### config.mk
export PLATFORM = sky130hd
export DESIGN_NAME = priv_csr_top
export DESIGN_NICKNAME = d
export VERILOG_FILES = /design/src/logic/priv_pkg.sv /design/src/logic/priv_csr_top.sv /design/src/logic/csr_read_forward.sv /design/src/logic/cycle_counter.sv /design/src/logic/priv_csr_regs.sv /design/src/logic/priv_mode_fsm.sv
export VERILOG_INCLUDE_DIRS = /design/src /design/src/logic
export SDC_FILE = /design/constraint.sdc
export NUM_CORES = 1
export LEC_CHECK = 0
export BUFFER_PORTS_ARGS = -buffer_cell sky130_fd_sc_hd__buf_2
export CAP_MARGIN = 20
export CORE_MARGIN = 2
export CORE_UTILIZATION = 52
export CTS_CLUSTER_DIAMETER = 80
export DETAILED_ROUTE_END_ITERATION = 8
export PLACE_DENSITY = 0.81
export SLEW_MARGIN = 20
export SYNTH_ARGS = -nofsm -noshare
export SYNTH_HDL_FRONTEND = slang
export SYNTH_SLANG_ARGS = --single-unit
### constraint.sdc
create_clock -name clk -period 3.3 [get_ports clk]
set_input_delay 0.66 -clock clk [delete_from_list [all_inputs] [get_ports clk]]
set_output_delay 0.66 -clock clk [all_outputs]
set_load 0.01 [all_outputs]
### src/logic/priv_settings.svh
// ==========================================================================
// register width, CSR addresses and mstatus field positions
// reset privilege and the sstatus field mask
// ==========================================================================
`ifndef PRIV_SETTINGS_SVH
`define PRIV_SETTINGS_SVH

`define XLEN 32

// CSR addresses
`define CSR_MSTATUS 12'h300
`define CSR_SSTATUS 12'h100
`define CSR_MEDELEG 12'h302
`define CSR_MCYCLE  12'hB00

// mstatus field positions
`define MSTATUS_SIE_BIT  1
`define MSTATUS_MIE_BIT  3
`define MSTATUS_SPIE_BIT 5
`define MSTATUS_MPIE_BIT 7
`define MSTATUS_SPP_BIT  8
`define MSTATUS_MPP_LSB  11
`define MSTATUS_SUM_BIT  18
`define MSTATUS_MXR_BIT  19

// SIE, SPIE, SPP, SUM and MXR
`define SSTATUS_MASK 32'h000C_0122

`define PRIV_RESET 2'b11  // machine mode

`endif
### src/logic/priv_pkg.sv
// ==========================================================================
// privilege enum, pipeline stage descriptors, trap and CSR write structs
// mstatus union and the shared xRET field update functions
// ==========================================================================
`include "priv_settings.svh"

package priv_pkg;

  typedef enum logic [1:0] {
    PRIV_U = 2'b00,
    PRIV_S = 2'b01,
    PRIV_M = 2'b11
  } priv_e;

  // standard RV32 mstatus layout, reserved bits kept as pads
  typedef struct packed {
    logic [11:0] pad_31_20;
    logic        mxr;        // 19
    logic        sum;        // 18
    logic [4:0]  pad_17_13;
    logic [1:0]  mpp;        // 12:11
    logic [1:0]  pad_10_9;
    logic        spp;        // 8
    logic        mpie;       // 7
    logic        pad_6;
    logic        spie;       // 5
    logic        pad_4;
    logic        mie;        // 3
    logic        pad_2;
    logic        sie;        // 1
    logic        pad_0;
  } mstatus_fields_t;

  typedef union packed {
    logic [`XLEN-1:0] word;  // CSR port view
    mstatus_fields_t  f;     // update logic view
  } mstatus_t;

  typedef struct packed {
    logic        valid;
    logic        is_csr;
    logic [11:0] csr_addr;
  } ex_stage_t;

  typedef struct packed {
    logic valid;
    logic is_mret;
    logic is_sret;
  } mem_stage_t;

  typedef struct packed {
    logic       strobe;
    logic [4:0] cause;
  } trap_req_t;

  typedef struct packed {
    logic             strobe;
    logic [11:0]      addr;
    logic [`XLEN-1:0] data;
  } csr_wr_t;

  // MRET field update, MIE <- MPIE, MPIE <- 1, MPP <- U
  function automatic mstatus_t mret_update(mstatus_t ms);
    mstatus_t r;
    r        = ms;
    r.f.mie  = ms.f.mpie;
    r.f.mpie = 1'b1;
    r.f.mpp  = PRIV_U;
    return r;
  endfunction

  // SRET field update, SIE <- SPIE, SPIE <- 1, SPP <- U
  function automatic mstatus_t sret_update(mstatus_t ms);
    mstatus_t r;
    r        = ms;
    r.f.sie  = ms.f.spie;
    r.f.spie = 1'b1;
    r.f.spp  = 1'b0;
    return r;
  endfunction

endpackage

### src/logic/priv_csr_top.sv
// ==========================================================================
// privilege and status CSR slice, top level
// ==========================================================================
`include "priv_settings.svh"

module priv_csr_top
  import priv_pkg::*;
(
  input  logic             clk,
  input  logic             reset_n,
  input  ex_stage_t        ex,
  input  mem_stage_t       mem,
  input  logic             exception,
  input  trap_req_t        trap,
  input  logic             mret_flush,
  input  logic             sret_flush,
  input  csr_wr_t          csr_wr,
  output priv_e            current_priv,
  output priv_e            effective_priv,
  output logic [`XLEN-1:0] csr_rdata,
  output logic [`XLEN-1:0] mstatus_word
);

  mstatus_t         mstatus;
  logic [`XLEN-1:0] medeleg;
  logic [`XLEN-1:0] mcycle;
  priv_e            trap_priv;
  logic             mret_pending;
  logic             sret_pending;

  assign mstatus_word = mstatus.word;

  priv_mode_fsm u_priv_mode_fsm (
    .clk            (clk),
    .reset_n        (reset_n),
    .trap           (trap),
    .mret_flush     (mret_flush),
    .sret_flush     (sret_flush),
    .mstatus        (mstatus),
    .medeleg        (medeleg),
    .mem            (mem),
    .exception      (exception),
    .mret_pending   (mret_pending),
    .sret_pending   (sret_pending),
    .current_priv   (current_priv),
    .effective_priv (effective_priv),
    .trap_priv      (trap_priv)
  );

  priv_csr_regs u_priv_csr_regs (
    .clk          (clk),
    .reset_n      (reset_n),
    .csr_wr       (csr_wr),
    .trap         (trap),
    .trap_priv    (trap_priv),
    .current_priv (current_priv),
    .mret_flush   (mret_flush),
    .sret_flush   (sret_flush),
    .mstatus      (mstatus),
    .medeleg      (medeleg)
  );

  cycle_counter u_cycle_counter (
    .clk     (clk),
    .reset_n (reset_n),
    .csr_wr  (csr_wr),
    .mcycle  (mcycle)
  );

  csr_read_forward u_csr_read_forward (
    .clk          (clk),
    .reset_n      (reset_n),
    .ex           (ex),
    .mem          (mem),
    .exception    (exception),
    .trap_strobe  (trap.strobe),
    .mret_flush   (mret_flush),
    .sret_flush   (sret_flush),
    .mstatus      (mstatus),
    .medeleg      (medeleg),
    .mcycle       (mcycle),
    .mret_pending (mret_pending),
    .sret_pending (sret_pending),
    .csr_rdata    (csr_rdata)
  );

endmodule

### src/logic/csr_read_forward.sv
// ==========================================================================
// CSR read mux for the EX stage, pending MRET and SRET flags
// post-return mstatus forwarding while an xRET has not committed
// ==========================================================================
`include "priv_settings.svh"

module csr_read_forward
  import priv_pkg::*;
(
  input  logic             clk,
  input  logic             reset_n,
  input  ex_stage_t        ex,
  input  mem_stage_t       mem,
  input  logic             exception,
  input  logic             trap_strobe,
  input  logic             mret_flush,
  input  logic             sret_flush,
  input  mstatus_t         mstatus,
  input  logic [`XLEN-1:0] medeleg,
  input  logic [`XLEN-1:0] mcycle,
  output logic             mret_pending,
  output logic             sret_pending,
  output logic [`XLEN-1:0] csr_rdata
);

  logic     mem_mret;
  logic     mem_sret;
  logic     fwd_mret;
  logic     fwd_sret;
  logic     ex_read;
  mstatus_t ms_ret;    // mstatus after the in-flight return
  mstatus_t ms_view;   // what EX actually sees

  assign mem_mret = mem.valid && mem.is_mret && !exception;
  assign mem_sret = mem.valid && mem.is_sret && !exception;

  // ==========================================================================
  // pending flags, held from MEM until the flush commits
  // ==========================================================================
  always_ff @(posedge clk or negedge reset_n) begin
    if (!reset_n) begin
      mret_pending <= 1'b0;
      sret_pending <= 1'b0;
    end else begin
      if (trap_strobe || mret_flush) begin
        mret_pending <= 1'b0;
      end else if (mem_mret) begin
        mret_pending <= 1'b1;
      end

      if (trap_strobe || sret_flush) begin
        sret_pending <= 1'b0;
      end else if (mem_sret) begin
        sret_pending <= 1'b1;
      end
    end
  end

  assign fwd_mret = mem_mret || mret_pending;
  assign fwd_sret = mem_sret || sret_pending;
  assign ex_read  = ex.valid && ex.is_csr;

  // MRET wins if both are somehow in flight
  always_comb begin
    if (fwd_mret) begin
      ms_ret = mret_update(mstatus);
    end else if (fwd_sret) begin
      ms_ret = sret_update(mstatus);
    end else begin
      ms_ret = mstatus;
    end
  end

  assign ms_view = ex_read ? ms_ret : mstatus;

  // ==========================================================================
  // read mux
  // ==========================================================================
  always_comb begin
    case (ex.csr_addr)
      `CSR_MSTATUS: csr_rdata = ms_view.word;
      `CSR_SSTATUS: csr_rdata = ms_view.word & `SSTATUS_MASK;
      `CSR_MEDELEG: csr_rdata = medeleg;
      `CSR_MCYCLE:  csr_rdata = mcycle;
      default:      csr_rdata = '0;  // unimplemented reads as zero
    endcase
  end

endmodule

### src/logic/cycle_counter.sv
// ==========================================================================
// free-running mcycle counter, loadable through the CSR write port
// ==========================================================================
`include "priv_settings.svh"

module cycle_counter
  import priv_pkg::*;
(
  input  logic             clk,
  input  logic             reset_n,
  input  csr_wr_t          csr_wr,
  output logic [`XLEN-1:0] mcycle
);

  logic load;

  assign load = csr_wr.strobe && (csr_wr.addr == `CSR_MCYCLE);

  // wraps at 2^32, counting resumes from the written value
  always_ff @(posedge clk or negedge reset_n) begin
    if (!reset_n) begin
      mcycle <= '0;
    end else if (load) begin
      mcycle <= csr_wr.data;
    end else begin
      mcycle <= mcycle + 1'b1;
    end
  end

endmodule

### src/logic/priv_csr_regs.sv
// ==========================================================================
// mstatus and medeleg storage
// CSR writes first, then trap entry or xRET field updates on top
// ==========================================================================
`include "priv_settings.svh"

module priv_csr_regs
  import priv_pkg::*;
(
  input  logic             clk,
  input  logic             reset_n,
  input  csr_wr_t          csr_wr,
  input  trap_req_t        trap,
  input  priv_e            trap_priv,
  input  priv_e            current_priv,
  input  logic             mret_flush,
  input  logic             sret_flush,
  output mstatus_t         mstatus,
  output logic [`XLEN-1:0] medeleg
);

  mstatus_t         ms_wr;       // write data seen through the field view
  mstatus_t         ms_next;
  logic [`XLEN-1:0] medeleg_next;

  assign ms_wr.word = csr_wr.data;

  // ==========================================================================
  // next state
  // ==========================================================================
  always_comb begin
    ms_next      = mstatus;
    medeleg_next = medeleg;

    if (csr_wr.strobe) begin
      case (csr_wr.addr)
        `CSR_MSTATUS: begin
          // only the implemented fields are writable
          ms_next.f.sie  = ms_wr.f.sie;
          ms_next.f.mie  = ms_wr.f.mie;
          ms_next.f.spie = ms_wr.f.spie;
          ms_next.f.mpie = ms_wr.f.mpie;
          ms_next.f.spp  = ms_wr.f.spp;
          ms_next.f.sum  = ms_wr.f.sum;
          ms_next.f.mxr  = ms_wr.f.mxr;
          if (ms_wr.f.mpp != 2'b10) begin  // reserved encoding keeps old MPP
            ms_next.f.mpp = ms_wr.f.mpp;
          end
        end
        `CSR_SSTATUS: begin
          ms_next.word = (mstatus.word & ~`SSTATUS_MASK) |
                         (csr_wr.data & `SSTATUS_MASK);
        end
        `CSR_MEDELEG: medeleg_next = csr_wr.data;
        default: ;  // other addresses live elsewhere
      endcase
    end

    if (trap.strobe) begin
      if (trap_priv == PRIV_M) begin
        ms_next.f.mpp  = current_priv;
        ms_next.f.mpie = ms_next.f.mie;
        ms_next.f.mie  = 1'b0;
      end else begin
        ms_next.f.spp  = current_priv[0];
        ms_next.f.spie = ms_next.f.sie;
        ms_next.f.sie  = 1'b0;
      end
    end else if (mret_flush) begin
      ms_next = mret_update(ms_next);
    end else if (sret_flush) begin
      ms_next = sret_update(ms_next);
    end
  end

  // ==========================================================================
  // registers
  // ==========================================================================
  always_ff @(posedge clk or negedge reset_n) begin
    if (!reset_n) begin
      mstatus.word <= '0;
      medeleg      <= '0;
    end else begin
      mstatus <= ms_next;
      medeleg <= medeleg_next;
    end
  end

endmodule

### src/logic/priv_mode_fsm.sv
// ==========================================================================
// privilege mode register with trap, MRET and SRET transitions
// trap target selection from medeleg, effective privilege for EX
// ==========================================================================
`include "priv_settings.svh"

module priv_mode_fsm
  import priv_pkg::*;
(
  input  logic             clk,
  input  logic             reset_n,
  input  trap_req_t        trap,
  input  logic             mret_flush,
  input  logic             sret_flush,
  input  mstatus_t         mstatus,
  input  logic [`XLEN-1:0] medeleg,
  input  mem_stage_t       mem,
  input  logic             exception,
  input  logic             mret_pending,
  input  logic             sret_pending,
  output priv_e            current_priv,
  output priv_e            effective_priv,
  output priv_e            trap_priv
);

  priv_e mret_priv;
  priv_e sret_priv;
  logic  fwd_mret;
  logic  fwd_sret;

  // delegation only applies below machine mode
  assign trap_priv = (current_priv != PRIV_M && medeleg[trap.cause]) ? PRIV_S : PRIV_M;

  assign mret_priv = priv_e'(mstatus.f.mpp);
  assign sret_priv = mstatus.f.spp ? PRIV_S : PRIV_U;

  // ==========================================================================
  // privilege register
  // ==========================================================================
  always_ff @(posedge clk or negedge reset_n) begin
    if (!reset_n) begin
      current_priv <= priv_e'(`PRIV_RESET);
    end else if (trap.strobe) begin   // trap beats both returns
      current_priv <= trap_priv;
    end else if (mret_flush) begin
      current_priv <= mret_priv;
    end else if (sret_flush) begin
      current_priv <= sret_priv;
    end
  end

  // ==========================================================================
  // privilege seen by EX while an xRET is in flight
  // ==========================================================================
  assign fwd_mret = (mem.valid && mem.is_mret && !exception) || mret_pending;
  assign fwd_sret = (mem.valid && mem.is_sret && !exception) || sret_pending;

  always_comb begin
    if (fwd_mret) begin
      effective_priv = mret_priv;
    end else if (fwd_sret) begin
      effective_priv = sret_priv;
    end else begin
      effective_priv = current_priv;
    end
  end

endmodule

Yosys cells after proc, flatten, opt, wreduce, memory -nomap -nowiden. Cells that the tools add are included.

Flip-flop bits (word level): 100. Input port bits: 73. Word-level logic and storage cells: 87.

Add/sub/neg operators: 1. Magnitude comparators: 1. Equal/unequal tests: 11. Mux-type cells: 51. Bitwise gates (word level): 1. Reductions and logical operators: 16.

Operators by type and width (number): 32-bit case mux with 4 select lines (1); 32-bit 2-to-1 mux (2); 12-bit by 10-bit equality test with 1-bit output, second input constant (4); 13-bit 2-to-1 mux (3); 32-bit by 1-bit adder with 32-bit output, second input constant (1); 32-bit by 20-bit OR with 32-bit output (1); 12-bit equality test, second input constant (2); 12-bit by 9-bit equality test with 1-bit output, second input constant (2); 2-bit 2-to-1 mux (12); 1-bit 2-to-1 mux (22); 9-bit 2-to-1 mux (2); 12-bit 2-to-1 mux (1); 2-bit case mux with 2 select lines (3); 1-bit logical AND (7); 5-bit by 6-bit < comparator with 1-bit output, second input constant (1); 1-bit case mux with 2 select lines (3); 1-bit binary-select mux with 5-bit select (1); 5-bit 2-to-1 mux (1); 1-bit logical OR (4); 2-bit != test, second input constant (2); 2-bit nonzero test (2); 3-bit nonzero test (1); 2-bit equality test, second input constant (1); 2-bit AND reduction (1); 1-bit logical NOT (1).

Logic depth before layout (Yosys ltp).
Depth in word-level cells: 7. Gate-level depth with buffers: 8. Mapped depth without buffers: 6.

By module. A second synthesis with hierarchy kept.

Cell total of the unflattened synthesis: 530. Area, all modules: 5111.2 µm².

By module, submodules not included: priv_csr_regs (times used 1, cells each 138, area an instance 1896.8 µm²); cycle_counter (times used 1, cells each 208, area an instance 1834.3 µm²); csr_read_forward (times used 1, cells each 132, area an instance 869.6 µm²); priv_mode_fsm (times used 1, cells each 52, area an instance 510.5 µm²).

Least setup slack after synthesis. OpenSTA, ideal clock, no wires.

Path kind: input-to-output. Start point: input port mem[2] (netlist name). End point: output port csr_rdata[1]. Data arrival time: 2.194 ns. Required time: 2.640 ns. Slack: 0.446 ns. Cell stages on the path: 6. Buffers on the path: 0. Path through: nor2b_1 > a21oi_1 > nor3b_1 > mux2_2 > a222oi_1 > inv_1.

Word-level cells in the longest chain between the ends: 7. Elaborated cells on any way between the ends: 10. Classes of those cells: 4 x mux; 6 x reduce/logical.

Ends and longest elaborated chain: from (decl) (line priv_csr_top.sv:12) `input mem_stage_t mem,`; 1-bit logical AND (2 in a row) (line csr_read_forward.sv:35) `assign mem_sret = mem.valid && mem.is_sret && !exception;`; 1-bit logical OR (line csr_read_forward.sv:60) `assign fwd_sret = mem_sret || sret_pending;`; 9-bit 2-to-1 mux (line csr_read_forward.sv:67) `end else if (fwd_sret) begin`; 13-bit 2-to-1 mux * (line csr_read_forward.sv:65) `if (fwd_mret) begin`; 13-bit 2-to-1 mux * (line csr_read_forward.sv:74) `assign ms_view = ex_read ? ms_ret : mstatus;`; 32-bit case mux with 4 select lines * (line csr_read_forward.sv:80) `case (ex.csr_addr)`; to (decl) (line priv_csr_top.sv:20) `` output logic [`XLEN-1:0] csr_rdata, ``.

Every way passes the cells marked *; elsewhere a longest branch is shown, timed or not.

Worst setup path in the final report.
Start point: input port ex[4] (netlist name). End point: output port csr_rdata[11].

Word-level cells in the longest chain between the ends: 2. Elaborated cells on any way between the ends: 5. Classes of those cells: 4 x eq/ne; 1 x mux.

Ends and longest elaborated chain: from (decl) (line priv_csr_top.sv:11) `input ex_stage_t ex,`; 12-bit equality test, or another cell as far along (line csr_read_forward.sv:80); 32-bit case mux with 4 select lines * (line csr_read_forward.sv:80).

Marks and branches as above.

==> out/metrics.cfg <==
[outcome]
outcome = finished, final reports clean

[floorplan]
start_util = 0.535
die_w_um = 98.5
die_y_um = 98.5
core_sq_um = 8680
die_area_sq_um = 9690
ios = 141
fp-row-count = 34

[global_routing]
grt_util_all_layers = 0.257
grt_pass1_vias = 4086
grt_max_degree = 48
gr-total-overflow = 0
grt_pass1_wl_mm = 19.8
grt_antenna_before_repair = 1

[cts]
root_buffer = clkbuf_8
path_clk_slew_ns = 0.08
cts.sinks = 77
clock_latency_ns = 0.36
holdBufCountCts = 0
htree_levels = 3
clk_path_buf_depth = 2
cts_tree = yes
cts_buffers = 9

[power]
vdd_drop_max_mv = 0.167
powerDensity_nw_per_um2 = 403
p_leak_nw = 2.73

[route]
routed_wl_mm = 12.3
drt_iter0_drc = 246
wire_per_inst_um = 17.8
drtAntennaViolNets = 0
dr.pass1.iters = 5
viasPerCell = 5.92
drc = 0
vias = 4069

[finish]
fin_nets = 647
final_core_util = 0.633
final.fill_count = 704
regArea_sq_um = 1930
area_growth_pct = 18.5
drive_above_1_share = 0.337
final_cell_mix = buf_2, dfrtp_1, nor2_1, mux2_2, a21oi_1
final_common_cell = buf_2
multi_input_area_sq_um = 2480
finalNonFillerCells = 687

[placement]
dpl.cell_count = 670
dp_hpwl_mm = 8.85
io_buffer_count = 117
gp_congestion = 0.843
dp_slack_ns = 0.167

[critical_path]
critPathMaxFanout = 16
crit_required_ns = 2.64
timing.rr.end = u_priv_csr_regs.mstatus[7]
reg2reg_from = u_priv_csr_regs.medeleg[17]
critical_path_arrival_ns = 2.32
cpPeakStageDelay_ns = 0.28
rr_worst_depth = 6
crit_top_cell = buf_2
slowest_stage = nor4_1
worstSetupPathType = input port to output pin
end_kind = output pin
crit_buf_inv = 3
setup.worst_path.start_class = input port
crit_chain = buf_2 -> nor4_1 -> nand3b_1 -> nor3b_1 -> and3_1 -> buf_4 -> a22oi_1 -> o21ai_0 -> buf_2
ff2ff_setup_slack_ns = 1.04
crit_family = simple AND/OR/NAND/NOR gates

[sta]
tns_ns = 0
worst_clock_skew_ns = 0.0131
fin_hold_ws_ns = 0.375
max_slew_margin = 0.473
max_freq_mhz = 336
fin_crit_sh = 0.902
hold_viol = 0
fin_crit_ns = 2.98
setup_ws_ns = 0.322
setup_violations = 0
worst_pin_slew_ns = 0.790
grt_setup_unrepaired = false
slew_violations = 0

[run]
max-cap-violations = 0

[hold_path]
hold_class = input port to async pin

[yosys]
synth_top_area_frac = 0.405
syn-cell-area_sq_um = 4640
ys_types = 48
synthCells = 461
synth_edf_count = 0
synth.largest_area_cell = dfrtp_1
yosys-top-cells-area = dfrtp_1, mux2_2, a22o_1, a21oi_1, buf_4
syn_avg_cell_area_sq_um = 10.1
ys.flop_type = dfrtp_1
ys_seq_area_frac = 0.416
yosys_warnings = 0
ys_async_sr_fraction = 1.00
ys_ff_latch = 77

[cell usage after synthesis (6+ instances only)]
cell type	instances
dfrtp_1	75
nor2_1	45
mux2_2	40
a21oi_1	38
a22o_1	25
buf_4	24
nand2_1	21
xor2_1	20
nand3_1	19
clkbuf_1	17
mux2i_1	15
nand4_1	11
inv_1	10
nor3_1	10
xnor2_1	10
o21ai_0	9
and3_1	6
and4_1	6
[state kept, by name, indices dropped and copies added (netlist names)]
signal,flops
u_csr_read_forward.mret_pending,1
u_priv_csr_regs.medeleg,32
u_cycle_counter.mcycle,32
u_csr_read_forward.sret_pending,1
u_priv_csr_regs.mstatus,9
u_priv_mode_fsm.current_priv,2
[worst register-to-register path: stages, from the launching register on]
cell and delay, ns:
dfrtp_1 0.42, mux2i_1 0.11, mux4_2 0.46, a22o_1 0.26, a41oi_4 0.36, mux2_2 0.40, a21oi_1 0.17
[kinds of logic after synthesis]
group	synth area share
and+or+nand+nor	0.165
AOI/OAI and AO/OA	0.131
DFF	0.416
muxes	0.157
buffers and inverters	0.0704
xor gates and xnor gates	0.0566
adders and majority gates	0.00270
other	0.000808
[routing by layer]
| layer | global-route usage | wire length (um) | vias to the layer above |
|---|---|---|---|
| met1 | 0.335 | 5060 | 1976 |
| met5 | 0 | 0 | - |
| li1 | - | - | 1874 |
| met2 | 0.417 | 5880 | 189 |
| met4 | 0.137 | 452 | 0 |
| met3 | 0.0376 | 866 | 30 |
[worst max-delay path by stage]
stage | startpoint | to | slack (ns) | depth (start not counted)
floorplan | mem[2] | csr_rdata[1] | 0.45 | 6
global placement | ex[4] | csr_rdata[12] | 0.33 | 7
detailed placement | ex[4] | csr_rdata[12] | 0.17 | 7
CTS | ex[4] | csr_rdata[12] | 0.16 | 7
global route | mem[2] | csr_rdata[1] | 0.1 | 8
finish | ex[4] | csr_rdata[11] | 0.32 | 9
[layout make-up]
type	count	area share
Multi-Input combinational cell	349	0.451
Sequential cell	77	0.351
Timing Repair Buffer	126	0.123
Clock buffer	11	0.0275
Tap cell	108	0.0246
Clock inverter	5	0.0148
Inverter	10	0.00683
Antenna cell	1	0.000455
[through the flow]
| stage | cell area, sq um | power, mW |
|---|---|---|
| floorplan | 4720 | 1.27 |
| global placement | 5260 | 1.38 |
| detailed placement | 5260 | 1.40 |
| CTS | 5490 | 2.22 |
| global route | 5500 | 2.30 |
| finish | 5500 | 2.21 |
[repair_timing]
item                                    4_1_cts  5_1_grt
setup buffers                                 0        0
resized for setup                             0        1
endpoints found under the setup margin        0        2
[power breakdown]
| group | internal (mW) | switching [mW] | total, mW |
|---|---|---|---|
| sequential | 1.01 | 0.0787 | 1.08 |
| combinational | 0.139 | 0.162 | 0.301 |
| clock | 0.469 | 0.361 | 0.829 |
| total | 1.61 | 0.602 | 2.21 |
No activity file was read; power rests on OpenSTA's default activity.
